<file path="config.mk">
export PLATFORM = sky130hd
export DESIGN_NAME = vng_diag_top
export DESIGN_NICKNAME = d
export VERILOG_FILES = /design/src/design/vng_pkg.sv /design/src/design/vng_diag_top.sv /design/src/design/vng_gradient_collector.sv /design/src/design/vng_diag_lane.sv /design/src/design/vng_window_feeder.sv
export SDC_FILE = /design/constraint.sdc
export NUM_CORES = 1
export LEC_CHECK = 0
export ABC_AREA = 1
export BUFFER_PORTS_ARGS = -buffer_cell sky130_fd_sc_hd__buf_2
export CAP_MARGIN = 10
export CORE_ASPECT_RATIO = 1.5
export CORE_MARGIN = 2
export CORE_UTILIZATION = 65
export DETAILED_ROUTE_END_ITERATION = 7
export PLACE_DENSITY = 0.82
export SLEW_MARGIN = 0
export SYNTH_ARGS = -nofsm -noshare
export SYNTH_HDL_FRONTEND = slang
export SYNTH_HIERARCHICAL = 1
export SYNTH_SLANG_ARGS = --single-unit
export TNS_END_PERCENT = 5
</file>
<file path="constraint.sdc">
create_clock -name clk -period 14.9 [get_ports clk]
set_input_delay 2.98 -clock clk [delete_from_list [all_inputs] [get_ports clk]]
set_output_delay 2.98 -clock clk [all_outputs]
set_load 0.02 [all_outputs]
</file>
<file path="src/design/vng_pkg.sv">
package vng_pkg;

    // pixel and line geometry
    localparam int DATA_W  = 8;
    localparam int LINE_W  = 16;
    localparam int COL_W   = $clog2(LINE_W);

    localparam int NUM_DIR = 4;

    // gradient is the sum of two absolute differences
    localparam int GRAD_W  = DATA_W + 1;
    // up to four corner pixels added together
    localparam int SUM_W   = DATA_W + 2;

    typedef logic [DATA_W-1:0] pixel_t;

    // lane index and mask bit index
    typedef enum logic [1:0] {
        DIR_NE = 2'd0,
        DIR_SE = 2'd1,
        DIR_SW = 2'd2,
        DIR_NW = 2'd3
    } dir_e;

    typedef struct packed {
        pixel_t corner;
        pixel_t center;
        pixel_t edge_a;
        pixel_t edge_b;
    } lane_in_t;

    typedef struct packed {
        logic [GRAD_W-1:0] grad;
        pixel_t            corner;
    } lane_out_t;

    typedef struct packed {
        logic [NUM_DIR-1:0] mask;
        logic [SUM_W-1:0]   corner_sum;
        logic [2:0]         count;
    } diag_result_t;

endpackage
</file>
<file path="src/design/vng_diag_top.sv">
`timescale 1ns/1ps

module vng_diag_top
    import vng_pkg::*;
(
    input  logic         clk,
    input  logic         rst_n,
    input  logic         sof,
    input  logic         px_valid,
    input  pixel_t       px,
    output logic         out_valid,
    output diag_result_t result
);

    logic               win_valid;
    lane_in_t           lane_in  [NUM_DIR];
    lane_out_t          lane_out [NUM_DIR];
    // lanes run in lockstep, lane 0 carries the valid downstream
    logic [NUM_DIR-1:0] lane_valid;

    vng_window_feeder feeder0 (
        .clk       (clk),
        .rst_n     (rst_n),
        .sof       (sof),
        .px_valid  (px_valid),
        .px        (px),
        .win_valid (win_valid),
        .lanes     (lane_in)
    );

    for (genvar k = 0; k < NUM_DIR; k++) begin : g_lane
        vng_diag_lane lane0 (
            .clk       (clk),
            .rst_n     (rst_n),
            .in_valid  (win_valid),
            .in        (lane_in[k]),
            .out_valid (lane_valid[k]),
            .out       (lane_out[k])
        );
    end

    vng_gradient_collector collector0 (
        .clk       (clk),
        .rst_n     (rst_n),
        .in_valid  (lane_valid[DIR_NE]),
        .lanes     (lane_out),
        .out_valid (out_valid),
        .result    (result)
    );

endmodule

</file>
<file path="src/design/vng_gradient_collector.sv">
`timescale 1ns/1ps

module vng_gradient_collector
    import vng_pkg::*;
(
    input  logic         clk,
    input  logic         rst_n,
    input  logic         in_valid,
    input  lane_out_t    lanes [NUM_DIR],
    output logic         out_valid,
    output diag_result_t result
);

    logic [GRAD_W-1:0] grad_min;
    logic [GRAD_W-1:0] grad_max;

    // stage 1 registers
    logic              s1_valid;
    logic [GRAD_W-1:0] s1_min;
    logic [GRAD_W-1:0] s1_max;
    logic [GRAD_W-1:0] s1_grad [NUM_DIR];
    pixel_t            s1_corner [NUM_DIR];

    // stage 2 inputs
    logic [GRAD_W-1:0]  thresh;
    logic [NUM_DIR-1:0] sel_mask;
    logic [SUM_W-1:0]   sel_sum;
    logic [2:0]         sel_count;

    // min/max over the four lanes
    always_comb begin
        grad_min = lanes[0].grad;
        grad_max = lanes[0].grad;
        for (int k = 1; k < NUM_DIR; k++) begin
            if (lanes[k].grad < grad_min) begin
                grad_min = lanes[k].grad;
            end
            if (lanes[k].grad > grad_max) begin
                grad_max = lanes[k].grad;
            end
        end
    end

    always_ff @(posedge clk) begin
        if (!rst_n) begin
            s1_valid <= 1'b0;
        end else begin
            s1_valid <= in_valid;
        end
    end

    always_ff @(posedge clk) begin
        s1_min <= grad_min;
        s1_max <= grad_max;
        for (int k = 0; k < NUM_DIR; k++) begin
            s1_grad[k]   <= lanes[k].grad;
            s1_corner[k] <= lanes[k].corner;
        end
    end

    // threshold sits halfway between min and max, never above max
    always_comb begin
        thresh    = s1_min + ((s1_max - s1_min) >> 1);
        sel_mask  = '0;
        sel_sum   = '0;
        sel_count = '0;
        for (int k = 0; k < NUM_DIR; k++) begin
            if (s1_grad[k] <= thresh) begin
                sel_mask[k] = 1'b1;
                sel_sum     = sel_sum + SUM_W'(s1_corner[k]);
                sel_count   = sel_count + 3'd1;
            end
        end
    end

    always_ff @(posedge clk) begin
        if (!rst_n) begin
            out_valid <= 1'b0;
        end else begin
            out_valid <= s1_valid;
        end
    end

    always_ff @(posedge clk) begin
        result.mask       <= sel_mask;
        result.corner_sum <= sel_sum;
        result.count      <= sel_count;
    end

endmodule

</file>
<file path="src/design/vng_diag_lane.sv">
`timescale 1ns/1ps

module vng_diag_lane
    import vng_pkg::*;
(
    input  logic      clk,
    input  logic      rst_n,
    input  logic      in_valid,
    input  lane_in_t  in,
    output logic      out_valid,
    output lane_out_t out
);

    pixel_t            diff_corner;
    pixel_t            diff_edge;
    logic [GRAD_W-1:0] grad;

    always_comb begin
        diff_corner = (in.corner >= in.center) ? in.corner - in.center
                                               : in.center - in.corner;
        diff_edge   = (in.edge_a >= in.edge_b) ? in.edge_a - in.edge_b
                                               : in.edge_b - in.edge_a;
        // two 8 bit magnitudes, carry lands in the top bit
        grad        = {1'b0, diff_corner} + {1'b0, diff_edge};
    end

    always_ff @(posedge clk) begin
        if (!rst_n) begin
            out_valid <= 1'b0;
        end else begin
            out_valid <= in_valid;
        end
    end

    always_ff @(posedge clk) begin
        out.grad   <= grad;
        out.corner <= in.corner;
    end

endmodule

</file>
<file path="src/design/vng_window_feeder.sv">
`timescale 1ns/1ps

module vng_window_feeder
    import vng_pkg::*;
(
    input  logic     clk,
    input  logic     rst_n,
    input  logic     sof,
    input  logic     px_valid,
    input  pixel_t   px,
    output logic     win_valid,
    output lane_in_t lanes [NUM_DIR]
);

    // line0 holds the row two up, line1 the row just above
    pixel_t line0 [LINE_W];
    pixel_t line1 [LINE_W];

    // win[r][c], r = 0 is the oldest row, c = 0 the leftmost column
    pixel_t win [3][3];

    logic [COL_W-1:0] col_cnt;
    logic [1:0]       row_cnt;

    logic [COL_W-1:0] cur_col;
    logic [1:0]       cur_row;
    logic             line_end;
    logic             interior;

    // sof pixel is always (0, 0) of the new frame
    always_comb begin
        cur_col  = sof ? '0 : col_cnt;
        cur_row  = sof ? '0 : row_cnt;
        line_end = (cur_col == COL_W'(LINE_W - 1));
        interior = (cur_row == 2'd2) && (cur_col >= COL_W'(2));
    end

    always_ff @(posedge clk) begin
        if (!rst_n) begin
            col_cnt <= '0;
            row_cnt <= '0;
        end else if (px_valid) begin
            if (line_end) begin
                col_cnt <= '0;
                // row count only needs to reach 2
                row_cnt <= (cur_row == 2'd2) ? cur_row : cur_row + 2'd1;
            end else begin
                col_cnt <= cur_col + COL_W'(1);
                row_cnt <= cur_row;
            end
        end else if (sof) begin
            col_cnt <= '0;
            row_cnt <= '0;
        end
    end

    always_ff @(posedge clk) begin
        if (!rst_n) begin
            win_valid <= 1'b0;
        end else begin
            win_valid <= px_valid && interior;
        end
    end

    // line shift registers, one step per accepted pixel
    always_ff @(posedge clk) begin
        if (px_valid) begin
            line1[0] <= px;
            line0[0] <= line1[LINE_W-1];
            for (int i = 1; i < LINE_W; i++) begin
                line1[i] <= line1[i-1];
                line0[i] <= line0[i-1];
            end
        end
    end

    // window takes in one new column on the right
    always_ff @(posedge clk) begin
        if (px_valid) begin
            for (int r = 0; r < 3; r++) begin
                win[r][0] <= win[r][1];
                win[r][1] <= win[r][2];
            end
            win[0][2] <= line0[LINE_W-1];
            win[1][2] <= line1[LINE_W-1];
            win[2][2] <= px;
        end
    end

    // corner, centre and edge pair for each direction
    always_comb begin
        lanes[DIR_NE].corner = win[0][2];
        lanes[DIR_NE].center = win[1][1];
        lanes[DIR_NE].edge_a = win[0][1];
        lanes[DIR_NE].edge_b = win[1][2];

        lanes[DIR_SE].corner = win[2][2];
        lanes[DIR_SE].center = win[1][1];
        lanes[DIR_SE].edge_a = win[1][2];
        lanes[DIR_SE].edge_b = win[2][1];

        lanes[DIR_SW].corner = win[2][0];
        lanes[DIR_SW].center = win[1][1];
        lanes[DIR_SW].edge_a = win[2][1];
        lanes[DIR_SW].edge_b = win[1][0];

        lanes[DIR_NW].corner = win[0][0];
        lanes[DIR_NW].center = win[1][1];
        lanes[DIR_NW].edge_a = win[1][0];
        lanes[DIR_NW].edge_b = win[0][1];
    end

endmodule

</file>
==> results.toml <==
[die]
core_region_area_sq_um = 40000
die_w_um = 168
rows = 90
ioPinCount = 30
start_util_pct = 65.3
die_area_sq_um = 41800
die_h_um = 250

[placed_design]
io_buffers = 29
dp_slack_ps = 7620
place.gp.congestion = 0.922
hpwl_mm = 44.6
dp_cells = 3194
post_dp_cell_area_sq_um = 25900

[grt]
grt_max_degree = 118
grt_remaining_overflow = 0
grt.total_usage_pct = 27.8
grt_pass1_wl_mm = 90.7
grt_pass1_vias = 17786
grt_antenna_before_repair = 0

[timing]
slew-limit-headroom_pct = 27.9
tns_ps = 0
rsz0062_at_grt = "no"
worst_slew_pin_slew_ps = 1080
skew_ps = 30.5
fmax_ghz = 0.137
fin_crit_ps = 7320
worst_slack_ps = 7580
timing.final.crit_share_pct = 49.1
setup_viol = 0
hold_viol_final = 0
slew_viol_final = 0

[worst_setup_path]
worst-path-max-fanout = 11
max_stage_delay_ps = 440
rr_startpoint = "collector0/s1_min[1]"
startpoint_type = "register"
arrival_ps = 7770
slowest_stage = "xnor2_1"
critical_path_class = "reg2reg"
r2r_end = "collector0/result[11]"
cp.required_ps = 15350
critPathCaptureType = "register"
r2r_cells = 47
startpoint = "collector0/s1_min[1]"
r2r_setup_slack_ps = 7580
cpMostUsedCell = "nand2_1"

[detailed_routing]
drc = 0
drt_pass1_iterations = 5
wl_per_cell_um = 17.6
drt_iter0_drc = 1047
wl_mm = 57.7
viasPerCell = 5.44
vias = 17808
antenna_left = 0

[final_layout]
finalNetCount = 3039
syn2layout_area_growth_pct = 4.70
diodes = 0
drive_above_1_share_pct = 9.79
layout.cells.non_filler = 3274
stdcell_area_sq_um = 27400

[run_status]
status = "completed"

[logic_synthesis]
synthesis.area_sq_um = 26100
yosys_warnings = 6
syn_inst = 2795
avgSynthCellArea_sq_um = 9.35
syn-num-nets = 3100

[clock_network]
postCtsHoldBufs = 0
h-tree-depth = 2
cts.sinks = 461
clockBufferDepth = 3
clk_latency_ps = 580
root_buffer = "clkbuf_16"
clk_pin_slew_worst_paths_ps = 60
cts_tree = "done"
cts_inserted_buffers = 43
ctsResizeCount = 0
cts_setup_buffers = 0

[hold_path]
holdPathEnd = "collector0/s1_corner[3][2]"
holdPathStages = 0
min_from = "g_lane[3].lane0/out[2]"
min_path_type = "reg2reg"

[run]
drv_cap = 0
routing by layer:
metal	GRT usage (%)	share of wire (%)	up-vias
met5	0	0	-
met4	16.7	6.8	0
met3	2.85	3.5	180
met2	52.4	53	422
met1	29.7	37	8357
li1	-	-	8849
how the worst max path moves through the flow:
stage	endpoint	slack [ps]	depth (start not counted)
6_report	collector0/result[11]	7580	47
3_3_place_gp	collector0/result[11]	7720	51
5_1_grt	collector0/result[11]	6820	47
3_5_place_dp	collector0/result[11]	7620	51
2_1_floorplan	collector0/result[11]	8240	51
4_1_cts	collector0/result[11]	7600	51
sequential cells by signal, indices dropped and copies added (netlist names), 4 cells and up:
| register | count |
|---|---|
| collector0/result | 17 |
| collector0/s1_corner | 32 |
| collector0/s1_grad | 36 |
| collector0/s1_max | 9 |
| collector0/s1_min | 9 |
| feeder0/col_cnt | 4 |
| feeder0/line0 | 128 |
| feeder0/line1 | 105 |
| feeder0/win | 47 |
| g_lane.lane0/out | 68 |
area by class of cell:
type,count,area (sq um)
multi-input combinational,1750,11300
clock buffer,51,1150
timing repair buffer,33,185
inverter,445,1680
clock inverter,28,339
fill,3062,12600
tap,506,633
sequential,461,12000
layout by cell type, fill, tap and decap left out, types with 4 or more instances in the layout:
cell type / n
a21o_1: 9
inv_1: 434
clkbuf_8: 4
buf_2: 28
bufinv_16: 5
o21a_1: 9
o21ai_1: 20
nor3_1: 4
dfxtp_1: 181
a31oi_1: 6
ha_1: 268
nand4_1: 29
nand3b_1: 11
a21oi_4: 7
nor2_1: 65
clkinv_2: 7
o21bai_1: 5
clkinvlp_4: 4
nor2_4: 4
nor2_2: 17
and2_1: 8
o21ai_0: 64
xnor2_1: 32
edfxtp_1: 280
a21oi_1: 120
inv_2: 7
clkinv_1: 4
clkbuf_16: 43
clkbuf_1: 4
fa_1: 25
nand2_2: 53
or2_2: 10
o21ai_2: 5
xor2_1: 62
nand2_1: 664
nand3_2: 44
nand3_1: 183
worst max-delay path, delay by kind of cell (launching register included):
family | cells | cell delay (ps)
AO/OA/AOI/OAI | 11 | 1660
XOR/XNOR | 3 | 760
adder cells (fa/ha/maj) | 7 | 2170
buffers and inverters | 7 | 410
flip-flops | 1 | 420
AND/OR/NAND/NOR | 19 | 1780
through the flow:
| step | util [%] | hold WS [ps] |
|---|---|---|
| final | 68.4 | 323 |
| after global routing | 68.4 | 330 |
| after CTS | 68.4 | 327 |
| after detailed placement | 64.7 | 312 |
| after global placement | 64.7 | 311 |
| after floorplan | - | 310 |
Power is left out: the tool's default activity adds up to more than one toggle a clock period on the data nets, which glitch-free logic cannot reach.
